`config.mk`:
```
export PLATFORM = sky130hd
export DESIGN_NAME = wbuf_top
export DESIGN_NICKNAME = d
export VERILOG_FILES = /design/src/wbuf_pkg.sv /design/src/wbuf_rr_arb.sv /design/src/wbuf_write_port.sv /design/src/wbuf_store.sv /design/src/wbuf_tx_issue.sv /design/src/wbuf_tx_track.sv /design/src/wbuf_top.sv
export SDC_FILE = /design/constraint.sdc
export NUM_CORES = 2
export LEC_CHECK = 0
export BUFFER_PORTS_ARGS = -buffer_cell sky130_fd_sc_hd__buf_4
export CORE_MARGIN = 2
export CORE_UTILIZATION = 40
export CTS_CLUSTER_SIZE = 24
export DETAILED_ROUTE_END_ITERATION = 12
export HOLD_SLACK_MARGIN = 0.06
export PLACE_DENSITY_LB_ADDON = 0.08
export RECOVER_POWER = 100
export SLEW_MARGIN = 40
export SYNTH_ARGS = -nofsm -noshare
export SYNTH_HDL_FRONTEND = slang
export SYNTH_SLANG_ARGS = --single-unit
```
`constraint.sdc`:
```
create_clock -name clk_i -period 7.6 [get_ports clk_i]
set_input_delay 0.38 -clock clk_i [delete_from_list [all_inputs] [get_ports clk_i]]
set_output_delay 0.38 -clock clk_i [all_outputs]
set_load 0.03 [all_outputs]
```
`src/wbuf_pkg.sv`:
```
// package: word, byte-mask, offset and size types, byte count and transfer mask helper
`default_nettype none

package wbuf_pkg;

  ////////////////////////////////////////////////////////////////////
  // word geometry
  ////////////////////////////////////////////////////////////////////

  // bytes per data word
  localparam int unsigned WBUF_BYTES = 8;

  // one data word, byte k sits in lane k
  typedef logic [8*WBUF_BYTES-1:0] word_t;

  // one bit per byte of a word
  typedef logic [WBUF_BYTES-1:0] bmask_t;

  // byte offset inside a word
  typedef logic [$clog2(WBUF_BYTES)-1:0] boff_t;

  // transfer size code
  // 0 byte, 1 halfword, 2 word, 3 dword
  typedef logic [1:0] tsize_t;

  ////////////////////////////////////////////////////////////////////
  // helpers
  ////////////////////////////////////////////////////////////////////

  // byte mask covered by an aligned transfer of the given size at off
  function automatic bmask_t tx_mask(boff_t off, tsize_t size);
    logic [WBUF_BYTES:0] ones;
    // 2**size bytes of ones, then move them up to the offset
    ones = (WBUF_BYTES + 1)'(1) << (4'd1 << size);
    ones = ones - 1'b1;
    return bmask_t'(ones[WBUF_BYTES-1:0] << off);
  endfunction

endpackage

`default_nettype wire

```
`src/wbuf_rr_arb.sv`:
```
// round-robin arbiter whose grant stays locked until the requester takes it
`timescale 1ns/1ns
`default_nettype none

module wbuf_rr_arb #(
  parameter int unsigned  N     = 4,
  localparam int unsigned IDX_W = (N > 1) ? $clog2(N) : 1
) (
  input  logic             clk_i,
  input  logic             rst_ni,
  input  logic [N-1:0]     req_i,
  // the current grant is consumed this cycle
  input  logic             take_i,
  output logic [IDX_W-1:0] idx_o,
  output logic             any_o
);

  // last served requester and the held choice
  logic [IDX_W-1:0] last_q;
  logic [IDX_W-1:0] lock_idx_q;
  logic             lock_q;
  logic [IDX_W-1:0] rr_idx;

  // walk downward so the requester closest after last_q wins
  always_comb begin : p_search
    int cand;
    rr_idx = last_q;
    for (int i = N; i >= 1; i--) begin
      cand = (int'(last_q) + i) % N;
      if (req_i[cand]) begin
        rr_idx = IDX_W'(cand);
      end
    end
  end

  // a locked choice wins over a fresh search
  assign idx_o = lock_q ? lock_idx_q : rr_idx;
  assign any_o = |req_i;

  always_ff @(posedge clk_i or negedge rst_ni) begin : p_regs
    if (!rst_ni) begin
      // start the first search at requester 0
      last_q     <= IDX_W'(N - 1);
      lock_idx_q <= '0;
      lock_q     <= 1'b0;
    end else if (any_o && take_i) begin
      last_q <= idx_o;
      lock_q <= 1'b0;
    end else if (any_o) begin
      // grant not taken, keep it stable
      lock_q     <= 1'b1;
      lock_idx_q <= idx_o;
    end
  end

  // a held grant must still belong to a live requester
  a_idx_live: assert property (@(posedge clk_i) disable iff (!rst_ni) any_o |-> req_i[idx_o])
    else $error("rr_arb: grant %0d points to an idle requester", idx_o);

endmodule

`default_nettype wire

```
`src/wbuf_write_port.sv`:
```
// write port: address match against the entries, free entry search and grant
`timescale 1ns/1ns
`default_nettype none

module wbuf_write_port #(
  parameter int unsigned  DEPTH   = 8,
  parameter int unsigned  WADDR_W = 29,
  localparam int unsigned PTR_W   = (DEPTH > 1) ? $clog2(DEPTH) : 1
) (
  input  logic                          req_i,
  input  logic [WADDR_W-1:0]            req_waddr_i,
  input  wbuf_pkg::bmask_t              req_be_i,
  // per-entry valid bytes and word address
  input  wbuf_pkg::bmask_t [DEPTH-1:0]  entry_valid_i,
  input  logic [DEPTH-1:0][WADDR_W-1:0] entry_waddr_i,
  output logic                          gnt_o,
  output logic [PTR_W-1:0]              wr_ptr_o
);

  logic [DEPTH-1:0] hit;
  logic [DEPTH-1:0] free;
  logic [PTR_W-1:0] hit_ptr;
  logic [PTR_W-1:0] free_ptr;

  // an entry is free once all its bytes are gone
  for (genvar k = 0; k < DEPTH; k++) begin : gen_match
    assign free[k] = ~|entry_valid_i[k];
    assign hit[k]  = ~free[k] && (entry_waddr_i[k] == req_waddr_i);
  end

  // lowest index wins for both searches
  always_comb begin : p_ptr
    hit_ptr  = '0;
    free_ptr = '0;
    for (int k = DEPTH - 1; k >= 0; k--) begin
      if (hit[k]) begin
        hit_ptr = PTR_W'(k);
      end
      if (free[k]) begin
        free_ptr = PTR_W'(k);
      end
    end
  end

  // merge into the hit entry, else open the free one
  assign wr_ptr_o = (|hit) ? hit_ptr : free_ptr;

  // an empty byte mask stores nothing, so it needs no entry
  assign gnt_o = req_i && ((|hit) || (|free) || !(|req_be_i));

  // a word lives in at most one entry, kept so by the store updates
  always_comb begin : p_chk
    if (req_i) begin
      a_hit_onehot: assert final ($onehot0(hit))
        else $error("write_port: address hits several entries");
    end
  end

endmodule

`default_nettype wire

```
`src/wbuf_store.sv`:
```
// entry array with per-byte valid/dirty/in-flight state, word address and data
`timescale 1ns/1ns
`default_nettype none

module wbuf_store #(
  parameter int unsigned  DEPTH   = 8,
  parameter int unsigned  WADDR_W = 29,
  localparam int unsigned PTR_W   = (DEPTH > 1) ? $clog2(DEPTH) : 1
) (
  input  logic                          clk_i,
  input  logic                          rst_ni,
  // granted core write
  input  logic                          wr_en_i,
  input  logic [PTR_W-1:0]              wr_ptr_i,
  input  logic [WADDR_W-1:0]            req_waddr_i,
  input  wbuf_pkg::bmask_t              req_be_i,
  input  wbuf_pkg::word_t               req_wdata_i,
  // transfer accepted by memory
  input  logic                          send_en_i,
  input  logic [PTR_W-1:0]              send_ptr_i,
  input  wbuf_pkg::bmask_t              send_mask_i,
  // transfer returned by memory
  input  logic                          rel_en_i,
  input  logic [PTR_W-1:0]              rel_ptr_i,
  input  wbuf_pkg::bmask_t              rel_mask_i,
  output wbuf_pkg::bmask_t [DEPTH-1:0]  valid_o,
  output wbuf_pkg::bmask_t [DEPTH-1:0]  dirty_o,
  output wbuf_pkg::bmask_t [DEPTH-1:0]  block_o,
  output logic [DEPTH-1:0][WADDR_W-1:0] waddr_o,
  output wbuf_pkg::word_t [DEPTH-1:0]   data_o,
  output logic                          empty_o
);

  import wbuf_pkg::*;

  // byte state, read as valid/dirty/in-flight
  bmask_t [DEPTH-1:0] valid_d, valid_q;
  bmask_t [DEPTH-1:0] dirty_d, dirty_q;
  bmask_t [DEPTH-1:0] block_d, block_q;

  logic [DEPTH-1:0][WADDR_W-1:0] waddr_q;
  word_t [DEPTH-1:0]             data_q;

  ////////////////////////////////////////////////////////////////////
  // next state
  ////////////////////////////////////////////////////////////////////

  always_comb begin : p_next
    valid_d = valid_q;
    dirty_d = dirty_q;
    block_d = block_q;
    // return: unblock, drop bytes not rewritten while in flight
    if (rel_en_i) begin
      block_d[rel_ptr_i] = block_q[rel_ptr_i] & ~rel_mask_i;
      valid_d[rel_ptr_i] = valid_q[rel_ptr_i] & ~(rel_mask_i & ~dirty_q[rel_ptr_i]);
    end
    // send: bytes leave the dirty set and go in flight
    if (send_en_i) begin
      dirty_d[send_ptr_i] = dirty_d[send_ptr_i] & ~send_mask_i;
      block_d[send_ptr_i] = block_d[send_ptr_i] | send_mask_i;
    end
    // write last, a byte hit while in flight ends up 1/1/1
    if (wr_en_i) begin
      valid_d[wr_ptr_i] = valid_d[wr_ptr_i] | req_be_i;
      dirty_d[wr_ptr_i] = dirty_d[wr_ptr_i] | req_be_i;
    end
  end

  ////////////////////////////////////////////////////////////////////
  // registers
  ////////////////////////////////////////////////////////////////////

  always_ff @(posedge clk_i or negedge rst_ni) begin : p_state
    if (!rst_ni) begin
      valid_q <= '0;
      dirty_q <= '0;
      block_q <= '0;
    end else begin
      valid_q <= valid_d;
      dirty_q <= dirty_d;
      block_q <= block_d;
    end
  end

  // address and data of the masked bytes
  always_ff @(posedge clk_i) begin : p_payload
    if (wr_en_i) begin
      if (|req_be_i) begin
        waddr_q[wr_ptr_i] <= req_waddr_i;
      end
      for (int b = 0; b < WBUF_BYTES; b++) begin
        if (req_be_i[b]) begin
          data_q[wr_ptr_i][8*b +: 8] <= req_wdata_i[8*b +: 8];
        end
      end
    end
  end

  assign valid_o = valid_q;
  assign dirty_o = dirty_q;
  assign block_o = block_q;
  assign waddr_o = waddr_q;
  assign data_o  = data_q;
  assign empty_o = ~|valid_q;

  // 1/0/0 is never reached, a returned clean byte is dropped at once
  for (genvar k = 0; k < DEPTH; k++) begin : gen_chk
    for (genvar b = 0; b < WBUF_BYTES; b++) begin : gen_byte
      a_byte_state: assert property (@(posedge clk_i) disable iff (!rst_ni)
        {valid_q[k][b], dirty_q[k][b], block_q[k][b]} inside {3'b000, 3'b110, 3'b101, 3'b111})
        else $error("store: entry %0d byte %0d in illegal state", k, b);
    end
  end

endmodule

`default_nettype wire

```
`src/wbuf_tx_issue.sv`:
```
// transfer issue: dirty entry selection and aligned offset/size/mask forming
`timescale 1ns/1ns
`default_nettype none

module wbuf_tx_issue #(
  parameter int unsigned  DEPTH   = 8,
  parameter int unsigned  WADDR_W = 29,
  localparam int unsigned PTR_W   = (DEPTH > 1) ? $clog2(DEPTH) : 1
) (
  input  logic                          clk_i,
  input  logic                          rst_ni,
  input  wbuf_pkg::bmask_t [DEPTH-1:0]  valid_i,
  input  wbuf_pkg::bmask_t [DEPTH-1:0]  dirty_i,
  input  wbuf_pkg::bmask_t [DEPTH-1:0]  block_i,
  input  logic [DEPTH-1:0][WADDR_W-1:0] waddr_i,
  input  wbuf_pkg::word_t [DEPTH-1:0]   data_i,
  input  logic                          slot_free_i,
  input  logic                          mem_ack_i,
  output logic                          mem_req_o,
  // word address followed by the byte offset
  output logic [WADDR_W+2:0]            mem_addr_o,
  output wbuf_pkg::tsize_t              mem_size_o,
  output wbuf_pkg::word_t               mem_wdata_o,
  output logic                          send_en_o,
  output logic [PTR_W-1:0]              send_ptr_o,
  output wbuf_pkg::bmask_t              send_mask_o
);

  import wbuf_pkg::*;

  bmask_t [DEPTH-1:0] sendable;
  logic [DEPTH-1:0]   pending;
  logic               any_pending;
  bmask_t             sel;
  bmask_t             shifted;
  boff_t              off;

  // a word with any byte in flight waits, returns may come out of order
  for (genvar k = 0; k < DEPTH; k++) begin : gen_sendable
    assign sendable[k] = (|block_i[k]) ? '0 : (valid_i[k] & dirty_i[k]);
    assign pending[k]  = |sendable[k];
  end

  // locked, so address, size and data hold while memory stalls
  wbuf_rr_arb #(
    .N      ( DEPTH )
  ) i_entry_arb (
    .clk_i  ( clk_i       ),
    .rst_ni ( rst_ni      ),
    .req_i  ( pending     ),
    .take_i ( send_en_o   ),
    .idx_o  ( send_ptr_o  ),
    .any_o  ( any_pending )
  );

  assign sel = sendable[send_ptr_o];

  // lowest sendable byte
  always_comb begin : p_off
    off = '0;
    for (int b = WBUF_BYTES - 1; b >= 0; b--) begin
      if (sel[b]) begin
        off = boff_t'(b);
      end
    end
  end

  assign shifted = sel >> off;

  // largest aligned size that is fully sendable from off
  always_comb begin : p_size
    if (&sel) begin
      mem_size_o = tsize_t'(3);
    end else if ((off[1:0] == 2'b00) && (&shifted[3:0])) begin
      mem_size_o = tsize_t'(2);
    end else if (!off[0] && (&shifted[1:0])) begin
      mem_size_o = tsize_t'(1);
    end else begin
      mem_size_o = tsize_t'(0);
    end
  end

  assign send_mask_o = tx_mask(off, mem_size_o);
  assign mem_req_o   = any_pending && slot_free_i;
  assign mem_addr_o  = {waddr_i[send_ptr_o], off};
  assign mem_wdata_o = data_i[send_ptr_o];
  assign send_en_o   = mem_req_o && mem_ack_i;

endmodule

`default_nettype wire

```
`src/wbuf_tx_track.sv`:
```
// transfer tracking: slot table, return-ID FIFO and release of returned bytes
`timescale 1ns/1ns
`default_nettype none

module wbuf_tx_track #(
  parameter int unsigned  DEPTH  = 8,
  parameter int unsigned  MAX_TX = 4,
  localparam int unsigned PTR_W  = (DEPTH > 1) ? $clog2(DEPTH) : 1,
  localparam int unsigned ID_W   = (MAX_TX > 1) ? $clog2(MAX_TX) : 1,
  localparam int unsigned CNT_W  = $clog2(MAX_TX + 1)
) (
  input  logic             clk_i,
  input  logic             rst_ni,
  // new transfer accepted by memory
  input  logic             send_en_i,
  input  logic [PTR_W-1:0] send_ptr_i,
  input  wbuf_pkg::bmask_t send_mask_i,
  // return pulse from memory
  input  logic             rtrn_vld_i,
  input  logic [ID_W-1:0]  rtrn_id_i,
  output logic             slot_free_o,
  output logic [ID_W-1:0]  mem_id_o,
  output logic             rel_en_o,
  output logic [PTR_W-1:0] rel_ptr_o,
  output wbuf_pkg::bmask_t rel_mask_o
);

  import wbuf_pkg::*;

  // slot table
  logic [MAX_TX-1:0]            slot_vld_q;
  logic [MAX_TX-1:0][PTR_W-1:0] slot_ptr_q;
  bmask_t [MAX_TX-1:0]          slot_mask_q;

  // return-ID FIFO
  logic [MAX_TX-1:0][ID_W-1:0] fifo_q;
  logic [ID_W-1:0]             rd_q, wr_q;
  logic [CNT_W-1:0]            cnt_q;
  logic [ID_W-1:0]             rel_id;

  function automatic logic [ID_W-1:0] nxt(logic [ID_W-1:0] p);
    return (p == ID_W'(MAX_TX - 1)) ? '0 : p + 1'b1;
  endfunction

  // free slots compete for the next ID
  wbuf_rr_arb #(
    .N      ( MAX_TX )
  ) i_slot_arb (
    .clk_i  ( clk_i       ),
    .rst_ni ( rst_ni      ),
    .req_i  ( ~slot_vld_q ),
    .take_i ( send_en_i   ),
    .idx_o  ( mem_id_o    ),
    .any_o  ( slot_free_o )
  );

  // the FIFO head is popped in the cycle it shows
  assign rel_en_o   = (cnt_q != '0);
  assign rel_id     = fifo_q[rd_q];
  assign rel_ptr_o  = slot_ptr_q[rel_id];
  assign rel_mask_o = slot_mask_q[rel_id];

  always_ff @(posedge clk_i or negedge rst_ni) begin : p_ctrl
    if (!rst_ni) begin
      slot_vld_q <= '0;
      rd_q       <= '0;
      wr_q       <= '0;
      cnt_q      <= '0;
    end else begin
      if (rel_en_o) begin
        slot_vld_q[rel_id] <= 1'b0;
        rd_q               <= nxt(rd_q);
      end
      if (send_en_i) begin
        slot_vld_q[mem_id_o] <= 1'b1;
      end
      if (rtrn_vld_i) begin
        wr_q <= nxt(wr_q);
      end
      cnt_q <= cnt_q + CNT_W'(rtrn_vld_i) - CNT_W'(rel_en_o);
    end
  end

  always_ff @(posedge clk_i) begin : p_payload
    if (send_en_i) begin
      slot_ptr_q[mem_id_o]  <= send_ptr_i;
      slot_mask_q[mem_id_o] <= send_mask_i;
    end
    if (rtrn_vld_i) begin
      fifo_q[wr_q] <= rtrn_id_i;
    end
  end

  // memory may only return IDs that are outstanding
  a_rel_valid: assert property (@(posedge clk_i) disable iff (!rst_ni)
    rel_en_o |-> slot_vld_q[rel_id])
    else $error("tx_track: release of idle slot %0d", rel_id);

  a_no_alloc_rel: assert property (@(posedge clk_i) disable iff (!rst_ni)
    !(send_en_i && rel_en_o && (mem_id_o == rel_id)))
    else $error("tx_track: slot %0d allocated and released together", rel_id);

endmodule

`default_nettype wire

```
`src/wbuf_top.sv`:
```
// coalescing store buffer top level: write port, entry store, issue and tracking
`timescale 1ns/1ns
`default_nettype none

module wbuf_top #(
  parameter int unsigned  DEPTH   = 8,
  parameter int unsigned  MAX_TX  = 4,
  parameter int unsigned  WADDR_W = 29,
  localparam int unsigned ID_W    = (MAX_TX > 1) ? $clog2(MAX_TX) : 1
) (
  input  logic                 clk_i,
  input  logic                 rst_ni,
  // core write port
  input  logic                 req_i,
  input  logic [WADDR_W-1:0]   req_waddr_i,
  input  wbuf_pkg::bmask_t     req_be_i,
  input  wbuf_pkg::word_t      req_wdata_i,
  output logic                 gnt_o,
  output logic                 empty_o,
  // memory port
  input  logic                 mem_ack_i,
  input  logic                 mem_rtrn_vld_i,
  input  logic [ID_W-1:0]      mem_rtrn_id_i,
  output logic                 mem_req_o,
  output logic [WADDR_W+2:0]   mem_addr_o,
  output wbuf_pkg::tsize_t     mem_size_o,
  output wbuf_pkg::word_t      mem_wdata_o,
  output logic [ID_W-1:0]      mem_id_o
);

  import wbuf_pkg::*;

  localparam int unsigned PTR_W = (DEPTH > 1) ? $clog2(DEPTH) : 1;

  // entry state
  bmask_t [DEPTH-1:0]            valid, dirty, block;
  logic [DEPTH-1:0][WADDR_W-1:0] waddr;
  word_t [DEPTH-1:0]             data;
  logic [PTR_W-1:0]              wr_ptr;

  // send and release strobes
  logic             send_en, rel_en, slot_free;
  logic [PTR_W-1:0] send_ptr, rel_ptr;
  bmask_t           send_mask, rel_mask;

  wbuf_write_port #(.DEPTH(DEPTH), .WADDR_W(WADDR_W)) i_write_port (
    .req_i(req_i), .req_waddr_i(req_waddr_i), .req_be_i(req_be_i),
    .entry_valid_i(valid), .entry_waddr_i(waddr),
    .gnt_o(gnt_o), .wr_ptr_o(wr_ptr)
  );

  wbuf_store #(.DEPTH(DEPTH), .WADDR_W(WADDR_W)) i_store (
    .clk_i(clk_i), .rst_ni(rst_ni),
    .wr_en_i(gnt_o), .wr_ptr_i(wr_ptr), .req_waddr_i(req_waddr_i),
    .req_be_i(req_be_i), .req_wdata_i(req_wdata_i),
    .send_en_i(send_en), .send_ptr_i(send_ptr), .send_mask_i(send_mask),
    .rel_en_i(rel_en), .rel_ptr_i(rel_ptr), .rel_mask_i(rel_mask),
    .valid_o(valid), .dirty_o(dirty), .block_o(block),
    .waddr_o(waddr), .data_o(data), .empty_o(empty_o)
  );

  wbuf_tx_issue #(.DEPTH(DEPTH), .WADDR_W(WADDR_W)) i_tx_issue (
    .clk_i(clk_i), .rst_ni(rst_ni),
    .valid_i(valid), .dirty_i(dirty), .block_i(block),
    .waddr_i(waddr), .data_i(data),
    .slot_free_i(slot_free), .mem_ack_i(mem_ack_i),
    .mem_req_o(mem_req_o), .mem_addr_o(mem_addr_o),
    .mem_size_o(mem_size_o), .mem_wdata_o(mem_wdata_o),
    .send_en_o(send_en), .send_ptr_o(send_ptr), .send_mask_o(send_mask)
  );

  wbuf_tx_track #(.DEPTH(DEPTH), .MAX_TX(MAX_TX)) i_tx_track (
    .clk_i(clk_i), .rst_ni(rst_ni),
    .send_en_i(send_en), .send_ptr_i(send_ptr), .send_mask_i(send_mask),
    .rtrn_vld_i(mem_rtrn_vld_i), .rtrn_id_i(mem_rtrn_id_i),
    .slot_free_o(slot_free), .mem_id_o(mem_id_o),
    .rel_en_o(rel_en), .rel_ptr_o(rel_ptr), .rel_mask_o(rel_mask)
  );

endmodule

`default_nettype wire

```
* Word-level counts from Yosys, hierarchy flattened
Index checks and enable logic that the tools add are counted.
Storage, ports and cells: bits in registers 1011, bits of input ports 108, output and inout port bits 103, logic and storage cells 398
Cells by class: $add $sub $neg 17, magnitude comparators 25, eq/ne operators 10, shift-type cells 4, muxes and demuxes 181, bitwise logic cells 25, reduce and logical (&&, ||, !) cells 74
Operators by type and width (number):
- $mux 512 | 15
- $bwmux 512 | 8
- $demux 64 s3 | 8
- $mux 64 | 8
- $bwmux 64 | 6
- $bwmux 232 | 1
- $eq 29x29->1 | 8
- $reduce_or 8->1 | 27
- $bmux 64 s3 | 1
- $bmux 8 s3 | 8
- $mux 8 | 22
- $reduce_or 64->1 | 2
- $mux 3 | 36
- $and 8x8->8 | 12
- $bmux 29 s3 | 1
- $demux 29 s3 | 1
- $demux 8 s3 | 3
- $mux 29 | 2
- $mux 56 | 1
- $mux 48 | 1
- $lt 3x4->1 const B | 11
- $mux 40 | 1
- $bwmux 32 | 1
- $mux 32 | 1
- other kinds (48) | 151

* Depth between registers and ports, before layout
word-level depth 43, depth in mapped cells 25, gate-level depth less buffers 21

* By module
Synthesis repeated with hierarchy kept, for this count alone.
Unflattened totals: cell total of the unflattened synthesis 3781, area, all modules 50703.6 sq um
Modules (own cells, without submodules):
- wbuf_store | times used 1, cells an instance 2266, area an instance 36202.2 sq um, sequential area each 27146.0 sq um
- wbuf_tx_issue | times used 1, cells an instance 803, area an instance 7374.6 sq um, sequential area each 0.0 sq um
- wbuf_write_port | times used 1, cells an instance 397, area an instance 3037.9 sq um, sequential area each 0.0 sq um
- wbuf_tx_track | times used 1, cells an instance 153, area an instance 2591.2 sq um, sequential area each 1836.8 sq um
- wbuf_rr_arb (i_tx_issue.i_entry_arb) | times used 1, cells an instance 123, area an instance 1138.6 sq um, sequential area each 178.9 sq um
- wbuf_rr_arb (i_tx_track.i_slot_arb) | times used 1, cells an instance 39, area an instance 359.1 sq um, sequential area each 127.6 sq um

* Least setup slack after synthesis
No wires, ideal clock.
path kind register -> output, start point reg i_tx_issue.i_entry_arb.last_q[0], end point out mem_addr_o[31], data arrival time 5.540 ns, required time 7.220 ns, slack 1.680 ns, cell stages (with the launch flop) 24, path buffers 9, cells stage by stage dfstp_2 > clkinv_1 > clkbuf_1 > ha_1 > clkbuf_1 > nor2_1 > nand2_1 > o22ai_1 > a2111oi_1 > nor4bb_1 > o311ai_2 > o211a_1 > inv_2 > buf_6 > buf_6 > clkbuf_1 > buf_2 > clkbuf_1 > clkbuf_1 > clkbuf_1 > nand2_1 > nand3_1 > o21ai_0 > o21ai_0
Between the ends: cells in the longest elaborated chain, start to end 14, elaborated cells on any way between the ends 35, classes of those cells 8 x add/sub; 27 x mux
Ends and longest elaborated chain:
- start: declaration | RTL line wbuf_rr_arb.sv:19 | logic [IDX_W-1:0] last_q;
- start signal: assignment | RTL line wbuf_rr_arb.sv:43 | last_q <= IDX_W'(N - 1);
- start signal: assignment | RTL line wbuf_rr_arb.sv:47 | last_q <= idx_o;
- $add 3x1->3 | RTL line wbuf_rr_arb.sv:29 | cand = (int'(last_q) + i) % N;
- $bmux 1 s3 | RTL line wbuf_rr_arb.sv:30 | if (req_i[cand]) begin
- $mux 1 (not written as such) | RTL line wbuf_rr_arb.sv:30
- $mux 3 (7 in series) | RTL line wbuf_rr_arb.sv:30
- $mux 3 * | RTL line wbuf_rr_arb.sv:30
- $mux 3 * | RTL line wbuf_rr_arb.sv:37 | assign idx_o = lock_q ? lock_idx_q : rr_idx;
- $bmux 29 s3 * | RTL line wbuf_tx_issue.sv:85 | assign mem_addr_o = {waddr_i[send_ptr_o], off};
- $mux 29 (not written as such) * | RTL line wbuf_tx_issue.sv:85
- end: declaration | RTL line wbuf_top.sv:25 | output logic [WADDR_W+2:0] mem_addr_o,
Mark *: on every way between the ends. The rest lies on a longest branch, timed or not. The select of a mux whose other input is x is not followed.

* Worst setup path in the final report
start point in req_waddr_i[16], end point reg i_store.waddr_q, in the netlist i_store.waddr_o[12], enable pin
Between the ends: cells in the longest elaborated chain, start to end 7, elaborated cells on any way between the ends 21, classes of those cells 8 x eq/ne; 13 x reduce/logical
Ends and longest elaborated chain:
- start: declaration | RTL line wbuf_top.sv:15 | input logic [WADDR_W-1:0] req_waddr_i,
- $eq 29x29->1 | RTL line wbuf_write_port.sv:28 | assign hit[k] = ~free[k] && (entry_waddr_i[k] == req_waddr_i);
- $logic_and 1x1->1 | RTL line wbuf_write_port.sv:28
- $reduce_or 8->1 * | RTL line wbuf_write_port.sv:49 | assign gnt_o = req_i && ((|hit) || (|free) || !(|req_be_i));
- $logic_or 1x1->1 * (2 in series) | RTL line wbuf_write_port.sv:49
- $logic_and 1x1->1 * | RTL line wbuf_write_port.sv:49
- $reduce_and 2->1 (no line) *
- end signal: indexed assignment | RTL line wbuf_store.sv:89 | waddr_q[wr_ptr_i] <= req_waddr_i;
- end: declaration | RTL line wbuf_store.sv:41 | logic [DEPTH-1:0][WADDR_W-1:0] waddr_q;
Mark *: on every way between the ends. The rest lies on a longest branch, timed or not. A chain may end at the register's enable or synchronous reset.

==> run metrics <==
status complete, but fails checks; failing checks max-capacitance violations, max-slew violations; synth warn 0; kind of end point of the critical path flop; clock root buffer clkbuf_16; layout net count 5433; hpwl dp 138.8 mm; GRT Util Overall 29.72%; Post-Synthesis Mean Instance Area 10.34 um^2; Synth area leader edfxtp_1; ys async rst share 21.27%; Post-DRT Antenna Nets 0; Setup Fix Bufs, Post-CTS 0; endpoints failing hold 0; Top Metal Used met5; Area Growth Syn to Fin 15.40%; drt via density 5.901; CTS tree yes; largest fanout on the critical path 19; Buffers on Ports 210; Initial DRT Pass Iterations 7; fin crit share 97.27%; sequential area share after synthesis 56.10%; Synth area leaders edfxtp_1 46%, dfrtp_1 10%, nand2_1 6.3%, mux2i_1 4.3%, nand3_1 4.2%; Final Max Slew Viols 342; post-synthesis sequential element count 1011; relative slew slack -247.9%; metal2 WL 90.66 mm; layout cell share with drive strength beyond 1 10.51%; Die W 365.3 um; WP data arrival 7800 ps; CTS max path bufs 3; CTS Buf Count 112; M1 WL 84.81 mm; die area 133400 um^2; final worst path period need 7392 ps; number of flops mapped to enable cells by yosys 796; synthesized area 52210 um^2; Worst path slowest cell nor2_1; gpl congestion 1.080; setup TNS 0 ps; Synth Flop Type edfxtp_1; Wirelength per Cell 28.14 um; Worst Hold Class input port to flop; Worst Tran Pin Value 5218 ps; vias in the first global route 40360; Row Count 132; DRC viols 0; most frequent cells in the layout 878 x nand2_1, 796 x edfxtp_1, 526 x nor2_1; CP dominant cell by count clkbuf_1; RSZ-0062 raised after global routing false; commonest non-fill, non-tap cell in the layout nand2_1; worst-skew pair later-pin latency 750 ps; Die Span Y 365.3 um; Core ar. 129500 um^2; total of fill cells in the finished design 12430; wire length of the first global-routing pass 288.7 mm; CP Launch Type input port; DR vias 42250; CP peak stage delay 1310 ps; maximum number of pins on one net before global-route repair 164; GR Overflow Total 0; fmax 135.3 MHz; CTS Sinks 1011; CTS H-tree lvls 3; clock-pin slew on the worst setup and hold paths 60 ps; CP Cell Sequence dlygate4sd3_1 -> clkbuf_1 -> xor2_1 -> nor4_1 -> nand4_1 -> or4_1 -> inv_1 -> nor4_1 -> a21boi_0 -> clkbuf_1 -> nor2_1 -> clkbuf_1 -> nand2_1 -> nor2_1 -> buf_16 -> clkbuf_1; routed wl met3 16.30 mm; Initial Util 40.32%; 1st-iter DRT viols 4883; max capacitance violation total 8; post-synth net total 5166; detailed-route wire length 201.5 mm; Mapped Cells 5048; Crit Path Class input port to flop; initial antenna violation count 7; Max Clock Skew 57.52 ps; # setup viols final 0; CP required 8010 ps; I/O pin count 211; Synth top area share 45.79%; Synth cell types 105
[area by class of cell]
type / instances / area, um^2 / area share [%]
sequential: 1011 / 29290 / 48.62
multi-input combinational: 3665 / 21570 / 35.81
timing repair buffer: 490 / 3374 / 5.601
clock buffer: 139 / 2997 / 4.974
tap: 1742 / 2180 / 3.618
clock inverter: 75 / 675.6 / 1.121
inverter: 35 / 148.9 / 0.2471
antenna: 3 / 7.507 / 0.01246
[stage by stage]
step | hold WS [ps] | setup WS (ps) | cells | utilization (%) | area (um^2)
global placement | 447.6 | 691.5 | 6833 | 43.38 | 56170
finish | 184.3 | 207.7 | 7160 | 46.53 | 60250
global route | 181.8 | 13.30 | 7157 | 46.52 | 60240
floorplan | 84.41 | 1680 | 5048 | - | 52210
CTS | 143.0 | 90.17 | 7154 | 47.26 | 61190
detailed placement | 449.0 | 647.7 | 6843 | 43.67 | 56550
[worst paths after layout]
kind	startpoint	endpoint	slack [ps]	cells past startpoint
setup reg to reg	i_store.block_o[29]$_DFF_PN0_	i_store.dirty_o[19]$_DFF_PN0_	290	21
max in group asynchronous	rst_ni	i_store.valid_o[51]$_DFF_PN0_	1250	3
setup / recovery	req_waddr_i[16]	i_store.waddr_o[12]$_DFFE_PP_	210	16
hold reg to reg	i_tx_track.i_slot_arb.last_q[0]$_DFFE_PN1P_	i_tx_track.i_slot_arb.last_q[0]$_DFFE_PN1P_	480	2
min in group asynchronous	rst_ni	i_tx_track.wr_q[0]$_DFFE_PN0P_	2090	2
hold / removal	req_be_i[7]	i_store.dirty_o[39]$_DFF_PN0_	180	3
[critical path: cells and delay by family]
family	cells	cell delay [ps]
AOI/OAI and AO/OA	1	170
xor gates and xnor gates	1	160
buffers and inverters	7	3040
and+or+nand+nor	7	3990
[metal layers]
| layer | vias up | global-route usage, % |
|---|---|---|
| li1 | 18890 | - |
| met1 | 20850 | 40.91 |
| met2 | 1995 | 46.08 |
| met3 | 518 | 5.649 |
| met4 | 4 | 12.23 |
| met5 | - | 0 |
[cells by family after synthesis]
group / Yosys count / synth area share [%]
AO/OA/AOI/OAI: 833 / 10.23
XOR/XNOR: 239 / 4.010
adder cells (fa/ha/maj): 10 / 0.2540
buffers and inverters: 372 / 2.895
flip-flops: 1011 / 56.10
multiplexers: 338 / 7.161
AND/OR/NAND/NOR: 2245 / 19.34
[registers in the layout, indices dropped and copies added (netlist names)]
name / cells
i_tx_track.fifo_q: 8
i_tx_track.cnt_q: 3
i_tx_track.wr_q: 2
i_tx_track.i_slot_arb.last_q: 2
i_tx_track.i_slot_arb.lock_q: 1
i_store.waddr_o: 232
i_tx_track.slot_ptr_q: 12
i_store.data_o: 512
i_tx_issue.i_entry_arb.lock_q: 1
i_tx_track.slot_mask_q: 32
i_store.dirty_o: 64
i_tx_issue.i_entry_arb.last_q: 3
i_tx_track.slot_vld_q: 4
i_tx_track.i_slot_arb.lock_idx_q: 2
i_store.block_o: 64
i_tx_track.rd_q: 2
i_tx_issue.i_entry_arb.lock_idx_q: 3
i_store.valid_o: 64
[cells in the mapped netlist, types with 8 or more instances]
library cell    n
buf_2          39
o22ai_1        32
mux4_2         19
edfxtp_1      796
dfrtp_1       210
o31a_1          9
o2111ai_1       8
and2_1         45
o221ai_1       17
a21oi_1       162
o21a_1         29
inv_1          26
xor2_1        118
or4_1          15
buf_1          37
a31oi_1        18
mux2i_1       225
o31ai_1        14
xnor2_1       121
nor2_1        537
clkbuf_1      249
a22o_1          8
o21ai_1        10
nand3_1       440
nor3_1         36
mux2_2         94
a221oi_1       14
nand2_1       878
nand4_1        55
a2111oi_0       8
o211ai_1       40
a22oi_1        48
nor2b_1        18
nor4_1         75
nand2b_1       11
ha_1            9
and3_1         82
a211oi_1       45
o21ai_0       284
[what timing repair did]
action,in CTS,in global routing
gates resized for setup,0,4
endpoints found under the setup margin,0,26
hold buffers,97,0
hold endpoints to repair,832,0
Power is not shown: default switching activity piles up to over one toggle a cycle in this logic, so the estimate is an artifact.
